$ cat config.mk
export PLATFORM = sky130hd
export DESIGN_NAME = rv32_core
export DESIGN_NICKNAME = d
export VERILOG_FILES = /design/src/rv32_core_pkg.sv /design/src/reg_file.sv /design/src/alu.sv /design/src/control_unit.sv /design/src/branch_unit.sv /design/src/hazard_unit.sv /design/src/fetch_stage.sv /design/src/execute_stage.sv /design/src/rv32_core.sv
export SDC_FILE = /design/constraint.sdc
export NUM_CORES = 2
export LEC_CHECK = 0
export BUFFER_PORTS_ARGS = -buffer_cell sky130_fd_sc_hd__buf_2
export CORE_MARGIN = 2
export CORE_UTILIZATION = 45
export CTS_CLUSTER_DIAMETER = 30
export CTS_CLUSTER_SIZE = 40
export DETAILED_ROUTE_END_ITERATION = 8
export HOLD_SLACK_MARGIN = 0.02
export REMOVE_ABC_BUFFERS = 1
export SLEW_MARGIN = 20
export SYNTH_ARGS = -nofsm -noshare
export SYNTH_HDL_FRONTEND = slang
export SYNTH_HIERARCHICAL = 1
export SYNTH_SLANG_ARGS = --single-unit
$ cat constraint.sdc
create_clock -name CLK -period 6.1 [get_ports CLK]
set_input_delay 0.61 -clock CLK [delete_from_list [all_inputs] [get_ports CLK]]
set_output_delay 0.61 -clock CLK [all_outputs]
set_load 0.02 [all_outputs]
$ cat src/rv32_core_pkg.sv
// ************************************************
// Shared types for the two-stage RV32I core.
// Word and register types, opcode and ALU enums, the
// decode struct and the stage and memory structs.
// Modules refer to these by scoped names.
// ************************************************

package rv32_core_pkg;

  // Data, address and instruction word.
  typedef logic [31:0] word_t;
  // Register index.
  typedef logic [4:0] reg_addr_t;

  // RV32I major opcodes that the core executes.
  typedef enum logic [6:0] {
    OPC_LUI    = 7'b0110111,
    OPC_AUIPC  = 7'b0010111,
    OPC_JAL    = 7'b1101111,
    OPC_JALR   = 7'b1100111,
    OPC_BRANCH = 7'b1100011,
    OPC_LOAD   = 7'b0000011,
    OPC_STORE  = 7'b0100011,
    OPC_OP_IMM = 7'b0010011,
    OPC_OP     = 7'b0110011,
    OPC_SYSTEM = 7'b1110011
  } opcode_t;

  typedef enum logic [3:0] {
    ALU_ADD, ALU_SUB, ALU_AND, ALU_OR, ALU_XOR,
    ALU_SLL, ALU_SRL, ALU_SRA, ALU_SLT, ALU_SLTU
  } alu_op_t;

  // Encoded as funct3 so decode is a plain cast.
  typedef enum logic [2:0] {BR_BEQ = 3'd0, BR_BNE = 3'd1, BR_BLT = 3'd4,
                            BR_BGE = 3'd5, BR_BLTU = 3'd6, BR_BGEU = 3'd7} branch_t;

  // Matches funct3[1:0] of loads and stores.
  typedef enum logic [1:0] {MEM_BYTE = 2'd0, MEM_HALF = 2'd1, MEM_WORD = 2'd2} mem_size_t;

  typedef enum logic [1:0] {A_RS1, A_PC, A_ZERO} alu_a_sel_t;
  typedef enum logic {B_RS2, B_IMM} alu_b_sel_t;
  typedef enum logic [1:0] {WB_ALU, WB_LOAD, WB_PC4} wb_sel_t;

  // Decode result. All-zero fields form a no-op.
  typedef struct packed {
    alu_op_t    alu_op;
    alu_a_sel_t a_sel;
    alu_b_sel_t b_sel;
    wb_sel_t    wb_sel;
    logic       reg_wen;
    logic       mem_read;
    logic       mem_write;
    mem_size_t  mem_size;
    logic       load_unsigned;
    logic       branch;
    branch_t    branch_type;
    logic       jal;
    logic       jalr;
    logic       halt;
    word_t      imm;
  } ctrl_t;

  // Fetch-to-execute pipeline register.
  typedef struct packed {
    logic  valid;
    word_t pc;
    word_t pc4;
    word_t instr;
    logic  prediction;
  } fetch_ex_t;

  // Data memory request.
  typedef struct packed {
    logic       ren;
    logic       wen;
    logic [3:0] byte_en;
    word_t      addr;
    word_t      wdata;
  } mem_req_t;

  localparam word_t RESET_PC  = 32'h0000_0000;
  // ADDI x0, x0, 0.
  localparam word_t NOP_INSTR = 32'h0000_0013;

endpackage

$ cat src/reg_file.sv
// ************************************************
// Integer register file.
// Two combinational read ports, one clocked write
// port. x0 always reads as zero.
// ************************************************

`timescale 1ns/1ps

module reg_file (
  input  logic                   CLK,
  input  logic                   rst_n,
  input  rv32_core_pkg::reg_addr_t rs1,
  input  rv32_core_pkg::reg_addr_t rs2,
  input  rv32_core_pkg::reg_addr_t rd,
  input  logic                   wen,
  input  rv32_core_pkg::word_t   wdata,
  output rv32_core_pkg::word_t   rs1_data,
  output rv32_core_pkg::word_t   rs2_data
);

  // Entry 0 clears on reset and the write port skips it.
  rv32_core_pkg::word_t regs [32];

  always_ff @(posedge CLK) begin
    if (!rst_n) begin
      for (int i = 0; i < 32; i++) begin
        regs[i] <= '0;
      end
    end else if (wen && rd != '0) begin
      regs[rd] <= wdata;
    end
  end

  assign rs1_data = regs[rs1];
  assign rs2_data = regs[rs2];

  // A write aimed at x0 must leave it at zero.
  assert property (@(posedge CLK) disable iff (!rst_n)
    (wen && rd == '0) |=> regs[0] == '0);

endmodule

$ cat src/alu.sv
// ************************************************
// Combinational RV32I ALU.
// Add, sub, logic, shifts and set-less-than.
// Shift amounts come from b[4:0].
// ************************************************

`timescale 1ns/1ps

module alu (
  input  rv32_core_pkg::alu_op_t op,
  input  rv32_core_pkg::word_t   a,
  input  rv32_core_pkg::word_t   b,
  output rv32_core_pkg::word_t   result
);

  logic [4:0] shamt;

  assign shamt = b[4:0];

  always_comb begin
    case (op)
      rv32_core_pkg::ALU_ADD:  result = a + b;
      rv32_core_pkg::ALU_SUB:  result = a - b;
      rv32_core_pkg::ALU_AND:  result = a & b;
      rv32_core_pkg::ALU_OR:   result = a | b;
      rv32_core_pkg::ALU_XOR:  result = a ^ b;
      rv32_core_pkg::ALU_SLL:  result = a << shamt;
      rv32_core_pkg::ALU_SRL:  result = a >> shamt;
      // Arithmetic shift keeps the sign.
      rv32_core_pkg::ALU_SRA:  result = $signed(a) >>> shamt;
      rv32_core_pkg::ALU_SLT:  result = {31'b0, $signed(a) < $signed(b)};
      rv32_core_pkg::ALU_SLTU: result = {31'b0, a < b};
      default:                 result = '0;
    endcase
  end

endmodule

$ cat src/control_unit.sv
// ************************************************
// Instruction decoder.
// Turns an instruction word into the control struct,
// including the sign-extended immediate. Unknown
// opcodes decode to a no-op.
// ************************************************

`timescale 1ns/1ps

module control_unit (
  input  rv32_core_pkg::word_t instr,
  output rv32_core_pkg::ctrl_t ctrl
);

  rv32_core_pkg::opcode_t opcode;
  logic [2:0]             funct3;
  logic                   alt;
  rv32_core_pkg::word_t   imm_i;
  rv32_core_pkg::word_t   imm_s;
  rv32_core_pkg::word_t   imm_b;
  rv32_core_pkg::word_t   imm_u;
  rv32_core_pkg::word_t   imm_j;

  // Maps funct3 to an ALU op; alt selects SUB and SRA.
  function automatic rv32_core_pkg::alu_op_t alu_decode(input logic [2:0] f3,
                                                        input logic alt_op);
    case (f3)
      3'b000:  return alt_op ? rv32_core_pkg::ALU_SUB : rv32_core_pkg::ALU_ADD;
      3'b001:  return rv32_core_pkg::ALU_SLL;
      3'b010:  return rv32_core_pkg::ALU_SLT;
      3'b011:  return rv32_core_pkg::ALU_SLTU;
      3'b100:  return rv32_core_pkg::ALU_XOR;
      3'b101:  return alt_op ? rv32_core_pkg::ALU_SRA : rv32_core_pkg::ALU_SRL;
      3'b110:  return rv32_core_pkg::ALU_OR;
      default: return rv32_core_pkg::ALU_AND;
    endcase
  endfunction

  assign opcode = rv32_core_pkg::opcode_t'(instr[6:0]);
  assign funct3 = instr[14:12];
  // funct7[5] only matters for OP, and for the shifts of OP-IMM.
  assign alt    = instr[30] & (opcode == rv32_core_pkg::OPC_OP || funct3 == 3'b101);

  // Immediate formats.
  assign imm_i = {{20{instr[31]}}, instr[31:20]};
  assign imm_s = {{20{instr[31]}}, instr[31:25], instr[11:7]};
  assign imm_b = {{19{instr[31]}}, instr[31], instr[7], instr[30:25], instr[11:8], 1'b0};
  assign imm_u = {instr[31:12], 12'b0};
  assign imm_j = {{11{instr[31]}}, instr[31], instr[19:12], instr[20], instr[30:21], 1'b0};

  always_comb begin
    // Zero is ADD rs1+rs2 with nothing written.
    ctrl = '0;
    case (opcode)
      rv32_core_pkg::OPC_LUI: begin
        ctrl.a_sel   = rv32_core_pkg::A_ZERO;
        ctrl.b_sel   = rv32_core_pkg::B_IMM;
        ctrl.imm     = imm_u;
        ctrl.reg_wen = 1'b1;
      end
      rv32_core_pkg::OPC_AUIPC: begin
        ctrl.a_sel   = rv32_core_pkg::A_PC;
        ctrl.b_sel   = rv32_core_pkg::B_IMM;
        ctrl.imm     = imm_u;
        ctrl.reg_wen = 1'b1;
      end
      rv32_core_pkg::OPC_JAL: begin
        ctrl.jal     = 1'b1;
        ctrl.wb_sel  = rv32_core_pkg::WB_PC4;
        ctrl.imm     = imm_j;
        ctrl.reg_wen = 1'b1;
      end
      rv32_core_pkg::OPC_JALR: begin
        ctrl.jalr    = 1'b1;
        ctrl.wb_sel  = rv32_core_pkg::WB_PC4;
        ctrl.imm     = imm_i;
        ctrl.reg_wen = 1'b1;
      end
      rv32_core_pkg::OPC_BRANCH: begin
        ctrl.branch      = 1'b1;
        ctrl.branch_type = rv32_core_pkg::branch_t'(funct3);
        ctrl.imm         = imm_b;
      end
      rv32_core_pkg::OPC_LOAD: begin
        // Address is rs1 + imm through the ALU.
        ctrl.b_sel         = rv32_core_pkg::B_IMM;
        ctrl.imm           = imm_i;
        ctrl.mem_read      = 1'b1;
        ctrl.mem_size      = rv32_core_pkg::mem_size_t'(funct3[1:0]);
        ctrl.load_unsigned = funct3[2];
        ctrl.wb_sel        = rv32_core_pkg::WB_LOAD;
        ctrl.reg_wen       = 1'b1;
      end
      rv32_core_pkg::OPC_STORE: begin
        ctrl.b_sel     = rv32_core_pkg::B_IMM;
        ctrl.imm       = imm_s;
        ctrl.mem_write = 1'b1;
        ctrl.mem_size  = rv32_core_pkg::mem_size_t'(funct3[1:0]);
      end
      rv32_core_pkg::OPC_OP_IMM: begin
        ctrl.alu_op  = alu_decode(funct3, alt);
        ctrl.b_sel   = rv32_core_pkg::B_IMM;
        ctrl.imm     = imm_i;
        ctrl.reg_wen = 1'b1;
      end
      rv32_core_pkg::OPC_OP: begin
        ctrl.alu_op  = alu_decode(funct3, alt);
        ctrl.reg_wen = 1'b1;
      end
      rv32_core_pkg::OPC_SYSTEM: begin
        // Only EBREAK is honoured.
        ctrl.halt = (instr == 32'h0010_0073);
      end
      default: ;
    endcase
  end

endmodule

$ cat src/branch_unit.sv
// ************************************************
// Branch and jump resolution.
// Evaluates the six branch conditions and forms the
// branch, JAL and JALR targets. Jumps are always taken.
// ************************************************

`timescale 1ns/1ps

module branch_unit (
  input  rv32_core_pkg::ctrl_t ctrl,
  input  rv32_core_pkg::word_t pc,
  input  rv32_core_pkg::word_t rs1_data,
  input  rv32_core_pkg::word_t rs2_data,
  output logic                 taken,
  output rv32_core_pkg::word_t target
);

  logic cond;

  always_comb begin
    case (ctrl.branch_type)
      rv32_core_pkg::BR_BEQ:  cond = (rs1_data == rs2_data);
      rv32_core_pkg::BR_BNE:  cond = (rs1_data != rs2_data);
      rv32_core_pkg::BR_BLT:  cond = ($signed(rs1_data) < $signed(rs2_data));
      rv32_core_pkg::BR_BGE:  cond = ($signed(rs1_data) >= $signed(rs2_data));
      rv32_core_pkg::BR_BLTU: cond = (rs1_data < rs2_data);
      rv32_core_pkg::BR_BGEU: cond = (rs1_data >= rs2_data);
      default:                cond = 1'b0;
    endcase
  end

  // JALR is register relative with bit zero cleared.
  assign target = ctrl.jalr ? ((rs1_data + ctrl.imm) & ~32'd1) : (pc + ctrl.imm);
  assign taken  = ctrl.jal | ctrl.jalr | (ctrl.branch & cond);

endmodule

$ cat src/hazard_unit.sv
// ************************************************
// Pipeline hazard control.
// Stalls both stages on a busy data access, flushes
// fetch on a jump or mispredict, freezes fetch on halt.
// ************************************************

`timescale 1ns/1ps

module hazard_unit (
  input  logic dmem_busy,
  input  logic mem_access,
  input  logic mispredict,
  input  logic jump,
  input  logic halt,
  output logic stall,
  output logic flush,
  output logic ex_stall
);

  always_comb begin
    // Execute waits only on the data memory.
    ex_stall = mem_access & dmem_busy;
    stall    = ex_stall | halt;
    // A redirect waits until the stage is free to move.
    flush    = (mispredict | jump) & ~stall;
  end

endmodule

$ cat src/fetch_stage.sv
// ************************************************
// Fetch stage.
// Holds the PC, drives the instruction port, predicts
// backward branches taken, and loads the register that
// feeds execute. Busy memory inserts a bubble.
// ************************************************

`timescale 1ns/1ps

module fetch_stage (
  input  logic                     CLK,
  input  logic                     rst_n,
  input  logic                     stall,
  input  logic                     flush,
  input  logic                     halt,
  input  rv32_core_pkg::word_t     brj_addr,
  output logic                     imem_ren,
  output rv32_core_pkg::word_t     imem_addr,
  input  rv32_core_pkg::word_t     imem_rdata,
  input  logic                     imem_busy,
  output rv32_core_pkg::fetch_ex_t fetch_ex
);

  rv32_core_pkg::word_t pc;
  rv32_core_pkg::word_t pc4;
  rv32_core_pkg::word_t pred_target;
  rv32_core_pkg::word_t imm_b;
  logic                 predict;

  assign pc4       = pc + 32'd4;
  assign imem_addr = pc;
  // No requests after halt.
  assign imem_ren  = ~halt;

  // Static predictor. A negative B offset is a loop, so taken.
  assign imm_b = {{19{imem_rdata[31]}}, imem_rdata[31], imem_rdata[7],
                  imem_rdata[30:25], imem_rdata[11:8], 1'b0};
  assign predict = (imem_rdata[6:0] == rv32_core_pkg::OPC_BRANCH) & imem_rdata[31];
  assign pred_target = pc + imm_b;

  always_ff @(posedge CLK) begin
    if (!rst_n) begin
      pc             <= rv32_core_pkg::RESET_PC;
      fetch_ex       <= '0;
      fetch_ex.instr <= rv32_core_pkg::NOP_INSTR;
    end else if (flush) begin
      // Redirect and kill the wrong-path slot.
      pc             <= brj_addr;
      fetch_ex       <= '0;
      fetch_ex.instr <= rv32_core_pkg::NOP_INSTR;
    end else if (stall) begin
      // Hold PC and the slot in execute.
    end else if (imem_busy) begin
      // Same address next cycle, bubble into execute.
      fetch_ex       <= '0;
      fetch_ex.instr <= rv32_core_pkg::NOP_INSTR;
    end else begin
      pc                  <= predict ? pred_target : pc4;
      fetch_ex.valid      <= 1'b1;
      fetch_ex.pc         <= pc;
      fetch_ex.pc4        <= pc4;
      fetch_ex.instr      <= imem_rdata;
      fetch_ex.prediction <= predict;
    end
  end

  // Targets come from the program, so alignment is worth watching.
  assert property (@(posedge CLK) disable iff (!rst_n)
    imem_ren |-> imem_addr[1:0] == 2'b00);

endmodule

$ cat src/execute_stage.sv
// ************************************************
// Execute stage.
// Decodes, reads registers, runs the ALU, resolves
// branches and jumps, drives the data port and writes
// back. Reports redirects and memory use to hazards.
// ************************************************

`timescale 1ns/1ps

module execute_stage (
  input  logic                     CLK,
  input  logic                     rst_n,
  input  rv32_core_pkg::fetch_ex_t fetch_ex,
  input  logic                     ex_stall,
  output rv32_core_pkg::word_t     brj_addr,
  output logic                     mispredict,
  output logic                     jump,
  output logic                     mem_access,
  output logic                     halt,
  output rv32_core_pkg::mem_req_t  dmem_req,
  input  rv32_core_pkg::word_t     dmem_rdata
);

  rv32_core_pkg::ctrl_t ctrl;
  rv32_core_pkg::word_t rs1_data;
  rv32_core_pkg::word_t rs2_data;
  rv32_core_pkg::word_t alu_a;
  rv32_core_pkg::word_t alu_b;
  rv32_core_pkg::word_t alu_result;
  rv32_core_pkg::word_t target;
  rv32_core_pkg::word_t load_shift;
  rv32_core_pkg::word_t load_data;
  rv32_core_pkg::word_t wb_data;
  logic                 taken;
  logic                 halt_q;
  logic                 rf_wen;

  control_unit u_control_unit (
    .instr (fetch_ex.instr),
    .ctrl  (ctrl)
  );

  reg_file u_reg_file (
    .CLK      (CLK),
    .rst_n    (rst_n),
    .rs1      (fetch_ex.instr[19:15]),
    .rs2      (fetch_ex.instr[24:20]),
    .rd       (fetch_ex.instr[11:7]),
    .wen      (rf_wen),
    .wdata    (wb_data),
    .rs1_data (rs1_data),
    .rs2_data (rs2_data)
  );

  alu u_alu (
    .op     (ctrl.alu_op),
    .a      (alu_a),
    .b      (alu_b),
    .result (alu_result)
  );

  branch_unit u_branch_unit (
    .ctrl     (ctrl),
    .pc       (fetch_ex.pc),
    .rs1_data (rs1_data),
    .rs2_data (rs2_data),
    .taken    (taken),
    .target   (target)
  );

  // Operand A: rs1, PC for AUIPC, zero for LUI.
  always_comb begin
    case (ctrl.a_sel)
      rv32_core_pkg::A_PC:   alu_a = fetch_ex.pc;
      rv32_core_pkg::A_ZERO: alu_a = '0;
      default:               alu_a = rs1_data;
    endcase
  end
  assign alu_b = (ctrl.b_sel == rv32_core_pkg::B_IMM) ? ctrl.imm : rs2_data;

  // Bring the addressed lane down to bit 0, then extend.
  assign load_shift = dmem_rdata >> {alu_result[1:0], 3'b000};
  always_comb begin
    case (ctrl.mem_size)
      rv32_core_pkg::MEM_BYTE:
        load_data = {{24{~ctrl.load_unsigned & load_shift[7]}}, load_shift[7:0]};
      rv32_core_pkg::MEM_HALF:
        load_data = {{16{~ctrl.load_unsigned & load_shift[15]}}, load_shift[15:0]};
      default:
        load_data = load_shift;
    endcase
  end

  always_comb begin
    case (ctrl.wb_sel)
      rv32_core_pkg::WB_LOAD: wb_data = load_data;
      rv32_core_pkg::WB_PC4:  wb_data = fetch_ex.pc4;
      default:                wb_data = alu_result;
    endcase
  end

  // Retire only when the slot is live and memory is done.
  assign rf_wen = fetch_ex.valid & ctrl.reg_wen & ~ex_stall;

  // Data request. Store data is replicated, byte_en picks the lane.
  assign dmem_req.ren  = fetch_ex.valid & ctrl.mem_read;
  assign dmem_req.wen  = fetch_ex.valid & ctrl.mem_write;
  assign dmem_req.addr = alu_result;
  always_comb begin
    case (ctrl.mem_size)
      rv32_core_pkg::MEM_BYTE: begin
        dmem_req.byte_en = 4'b0001 << alu_result[1:0];
        dmem_req.wdata   = {4{rs2_data[7:0]}};
      end
      rv32_core_pkg::MEM_HALF: begin
        dmem_req.byte_en = alu_result[1] ? 4'b1100 : 4'b0011;
        dmem_req.wdata   = {2{rs2_data[15:0]}};
      end
      default: begin
        dmem_req.byte_en = 4'b1111;
        dmem_req.wdata   = rs2_data;
      end
    endcase
  end

  assign mem_access = dmem_req.ren | dmem_req.wen;
  assign jump       = fetch_ex.valid & (ctrl.jal | ctrl.jalr);
  // Wrong guess in either direction.
  assign mispredict = fetch_ex.valid & ctrl.branch & (fetch_ex.prediction ^ taken);
  // Not-taken redirect falls back to pc4.
  assign brj_addr   = taken ? target : fetch_ex.pc4;

  // Halt is sticky from the first cycle EBREAK sits here.
  always_ff @(posedge CLK) begin
    if (!rst_n) begin
      halt_q <= 1'b0;
    end else if (fetch_ex.valid && ctrl.halt) begin
      halt_q <= 1'b1;
    end
  end
  assign halt = halt_q | (fetch_ex.valid & ctrl.halt);

  assert property (@(posedge CLK) disable iff (!rst_n)
    !(dmem_req.ren && dmem_req.wen));

  // Nothing leaves the core once halted.
  assert property (@(posedge CLK) disable iff (!rst_n)
    halt |=> !(dmem_req.ren || dmem_req.wen));

endmodule

$ cat src/rv32_core.sv
// ************************************************
// Two-stage RV32I core top level.
// Connects fetch, execute and the hazard unit to the
// instruction and data memory ports.
// ************************************************

`timescale 1ns/1ps

module rv32_core (
  input  logic                    CLK,
  input  logic                    rst_n,
  output logic                    imem_ren,
  output rv32_core_pkg::word_t    imem_addr,
  input  rv32_core_pkg::word_t    imem_rdata,
  input  logic                    imem_busy,
  output rv32_core_pkg::mem_req_t dmem_req,
  input  rv32_core_pkg::word_t    dmem_rdata,
  input  logic                    dmem_busy,
  output logic                    halt
);

  rv32_core_pkg::fetch_ex_t fetch_ex;
  rv32_core_pkg::word_t     brj_addr;
  logic                     mispredict;
  logic                     jump;
  logic                     mem_access;
  logic                     stall;
  logic                     flush;
  logic                     ex_stall;

  fetch_stage u_fetch_stage (
    .CLK        (CLK),
    .rst_n      (rst_n),
    .stall      (stall),
    .flush      (flush),
    .halt       (halt),
    .brj_addr   (brj_addr),
    .imem_ren   (imem_ren),
    .imem_addr  (imem_addr),
    .imem_rdata (imem_rdata),
    .imem_busy  (imem_busy),
    .fetch_ex   (fetch_ex)
  );

  execute_stage u_execute_stage (
    .CLK        (CLK),
    .rst_n      (rst_n),
    .fetch_ex   (fetch_ex),
    .ex_stall   (ex_stall),
    .brj_addr   (brj_addr),
    .mispredict (mispredict),
    .jump       (jump),
    .mem_access (mem_access),
    .halt       (halt),
    .dmem_req   (dmem_req),
    .dmem_rdata (dmem_rdata)
  );

  hazard_unit u_hazard_unit (
    .dmem_busy  (dmem_busy),
    .mem_access (mem_access),
    .mispredict (mispredict),
    .jump       (jump),
    .halt       (halt),
    .stall      (stall),
    .flush      (flush),
    .ex_stall   (ex_stall)
  );

endmodule

==> impl_results.md <==
- Largest net degree at the start of global routing: 76
- HPWL after DPL: about 250 mm
- Initial DRC count: about 9,000
- Sequential share of power: 25.6%
- Status: complete, but fails checks
- Slew margin rel.: -31.9%
- R2R setup slack: -0.84 ns
- Initial antenna violation count: 14
- P_leak: about 42 nW
- Clock power frac: 44.7%
- Maximum vdd drop: 323 uV
- CP max stage delay: about 0.7 ns
- DRC viols: 0
- Setup TNS: -597.74 ns
- Max cap viols: 1
- Drt wl/cell: approximately 30 um
- Mapped Cells: between 7,000 and 8,000
- Crit. End Element: flop
- ANT nets after route: 0
- RSZ-0062 raised after global routing: yes
- Hold depth: 3
- Combinational group share of total power: 29.7%
- Slowest stage cell, crit path: a222oi_1
- CTS sink cnt: roughly 1,200
- CTS clk-pin slew, worst paths: approximately 0.050 ns
- Worst slack, placed: -1.67 ns
- Worst EP required: roughly 6.7 ns
- Num ports: 172
- FF-to-FF End: u_execute_stage/u_reg_file/regs[2][20]
- CTS Buf Count: 305
- Core area: between 150,000 and 200,000 um2
- Critical Path Fanout Max: 16
- Sw Share: roughly a third
- Cell Int Power: roughly 24 mW
- Synth Cell Area: about 79,000 um2
- Most common cell after layout, fill and taps aside: buf_4
- Final period util: 114%
- Initial Util: between 40 and 50%
- Critical path class: reg -> reg
- Die ar.: ~180,000 um2
- Minimum clock period: slightly below 7 ns
- Grt ovf: 0
- Worst Path Buf+Inv: 12
- Final nets: approximately 9,400
- CP delay by family, top: compound AO/OA/AOI/OAI gates
- YS warnings: 6
- Startpoint Class: flop
- PwrDens: 332 nW/um2
- Tightest Hold Check Type: in -> reg
- Hold path start: imem_rdata[11]
- Gr usage total: about two fifths
- GPL Wtd Cong: roughly 1
- Sequential area share after synthesis: around two fifths
- Fin. Hold Viols: 0
- P_sw: 11.2 mW
- Die W: 424 um
- Violated checks: max-capacitance violations, max-slew violations, negative setup slack
- Unique masters post-synth: approximately 130
- Syn Area/Cell: ~10 um2
- I/O Buffers: around 170
- Reg2Reg Launch Point: u_fetch_stage/fetch_ex[17]
- Post-synth ARST share: 0%
- Layout cells sized above 1: ~29%
- Deepest clock path buffer count: 4
- Num rows: around 150
- Clock root cell: clkbuf_16
- Most common cell on crit path: buf_12
- Overall routed net length: approximately 360 mm
- Pins Over Slew Limit: 3
- CTS tree: built
- Syn-to-layout area delta: 34.5%
- Final Skew: about 0.085 ns
- Clk Latency, worst-skew pair: around 0.94 ns
- Via density per instance: approximately 6.3
- Final worst slack: -0.838 ns
- Cells on worst reg2reg path: 30
- Hold EP: u_fetch_stage/fetch_ex[12]
- Main synth FF type: edfxtp_1
- Fmax: 144 MHz
- Flops & latches, synth: between 1,000 and 1,500
- Die Y: between 400 and 500 um
- Commonest non-fill, non-tap cells in the layout: buf_4, mux2i_1, edfxtp_1
- Slew @ Worst Pin: roughly 2.0 ns
- TritonRoute pass-1 iters: 7
- Total number of vias: 72,800
- First-pass GRT wire length: about 500 mm
- Post-synth EDFFs: around 1,000
- CTS H-tree lvls: 5
- Number of setup violations in the final report: around 1,200
- Vias in the first global route: around 70,000
- Worst EP arrival: 7.56 ns
-- synth_stat cells (16+ instances only) --
library cell / n / area share, %
and3_1: 28 / 0.22
nand4_1: 35 / 0.28
o21a_1: 24 / 0.23
a22oi_1: 320 / 3.0
o21ai_1: 21 / 0.13
inv_1: 174 / 0.82
a211oi_1: 39 / 0.37
nor2_1: 368 / 1.7
o21bai_1: 28 / 0.26
a211o_1: 16 / 0.18
xnor2_1: 67 / 0.74
a31oi_1: 99 / 0.78
o211ai_1: 54 / 0.51
nor2b_1: 31 / 0.24
a21oi_1: 418 / 2.6
clkbuf_2: 20 / 0.13
a22o_1: 163 / 1.8
nor4_1: 20 / 0.16
ha_1: 225 / 3.5
a21o_1: 76 / 0.72
buf_4: 67 / 0.63
and2_1: 1012 / 8.0
mux2i_1: 1099 / 14
o21ai_0: 236 / 1.5
buf_1: 54 / 0.25
nor3_1: 142 / 0.89
nand2_1: 448 / 2.1
edfxtp_1: 1024 / 39
nand3_1: 240 / 1.5
buf_2: 125 / 0.79
o221ai_1: 18 / 0.20
mux4_2: 48 / 1.4
xor2_1: 50 / 0.55
a221oi_1: 32 / 0.35
o22ai_1: 22 / 0.17
clkbuf_1: 397 / 1.9
mux2_2: 116 / 1.6
or3_1: 30 / 0.24
dfxtp_1: 129 / 3.2
nand2b_1: 38 / 0.30
-- sequential cells by signal, indices dropped and copies added, names as in the netlist --
register / flops
u_execute_stage/halt_q: 1
u_execute_stage/u_reg_file/regs: 1024
u_fetch_stage/imem_addr: 32
u_fetch_stage/fetch_ex: 96
-- routing by layer --
layer  share of wire [%]  vias up  GRT usage (%)
li1                    -    31600              -
met1                  41    36400           52.3
met2                  44     4008           57.3
met3                 9.6      818           8.20
met4                 5.5       12           19.7
met5               0.025        -              0
-- per-stage QoR --
step / power, mW / utilization (%) / cells / hold slack, ns / area [um2]
6_report: 35.5 / 60.8 / 11600 / 0.0512 / 107000
4_1_cts: 35.0 / 60.0 / 11600 / 0.0217 / 106000
3_5_place_dp: 18.4 / 51.9 / 10900 / 0.471 / 91200
3_3_place_gp: 18.4 / 51.9 / 10900 / 0.470 / 91200
5_1_grt: 36.4 / 60.8 / 11600 / 0.0708 / 107000
2_1_floorplan: 13.7 / - / 7193 / 0.457 / 76500
-- worst max path at each step --
stage / to / slack [ns] / cells past startpoint / start
floorplan: u_execute_stage/u_reg_file/regs[10][10] / -19.06 / 21 / u_fetch_stage/fetch_ex[22]
global placement: u_execute_stage/u_reg_file/regs[3][16] / -1.60 / 25 / u_fetch_stage/fetch_ex[17]
detailed placement: u_execute_stage/u_reg_file/regs[27][16] / -1.67 / 25 / u_fetch_stage/fetch_ex[17]
CTS: u_execute_stage/u_reg_file/regs[14][16] / -0.68 / 28 / u_fetch_stage/fetch_ex[17]
global route: u_execute_stage/u_reg_file/regs[8][27] / -0.88 / 32 / u_fetch_stage/fetch_ex[22]
finish: u_execute_stage/u_reg_file/regs[2][20] / -0.84 / 30 / u_fetch_stage/fetch_ex[17]
-- cell type report --
class	instances	area [um2]
multi-input cells	5861	45600
flip-flops and latches	1153	33300
well taps	2340	2930
clock buffers	353	8060
clock inverters	178	2030
fillers	14500	69000
inverters	180	698
repair buffers	1566	14200
diodes	10	25.0
-- worst register-to-register path, delay by kind of cell (launching register included) --
family	cells	cell delay (ns)
simple gates	7	1.43
mux	2	0.46
compound gates	8	2.36
fa+ha+maj	1	0.29
flops	1	0.37
buf+inv	12	1.76
-- what timing repair did --
item | in CTS | in global routing
hold endpoints to repair | 14 | 0
gates resized for setup | 513 | 147
hold buffers | 14 | 0
setup buffers | 96 | 52
setup endpoints to repair | 1156 | 1156
cloned | 27 | 8
pin swaps | 118 | 36
-- kinds of logic (layout without fill, tap and decap cells) --
family | after synthesis | after routing | synth area share (%)
flip-flops | 1153 | 1153 | 41.9
AND/OR/NAND/NOR | 2500 | 2501 | 16.8
other | 1 | 42 | 0.00472
AO/OA/AOI/OAI | 1716 | 1716 | 14.6
XOR/XNOR | 117 | 117 | 1.29
buffers and inverters | 858 | 2277 | 4.74
multiplexers | 1265 | 1265 | 16.9
adder cells (fa/ha/maj) | 230 | 230 | 3.67
-- power groups by stage --
| stage | sequential [mW] | clock [mW] | combinational, mW |
|---|---|---|---|
| floorplan | 9.26 | 0 | 4.44 |
| global route | 9.09 | 16.4 | 10.9 |
| CTS | 9.06 | 15.9 | 9.97 |
| finish | 9.07 | 15.9 | 10.5 |
| detailed placement | 9.18 | 0 | 9.23 |
| global placement | 9.16 | 0 | 9.20 |
(Power assumes the default switching activity.)
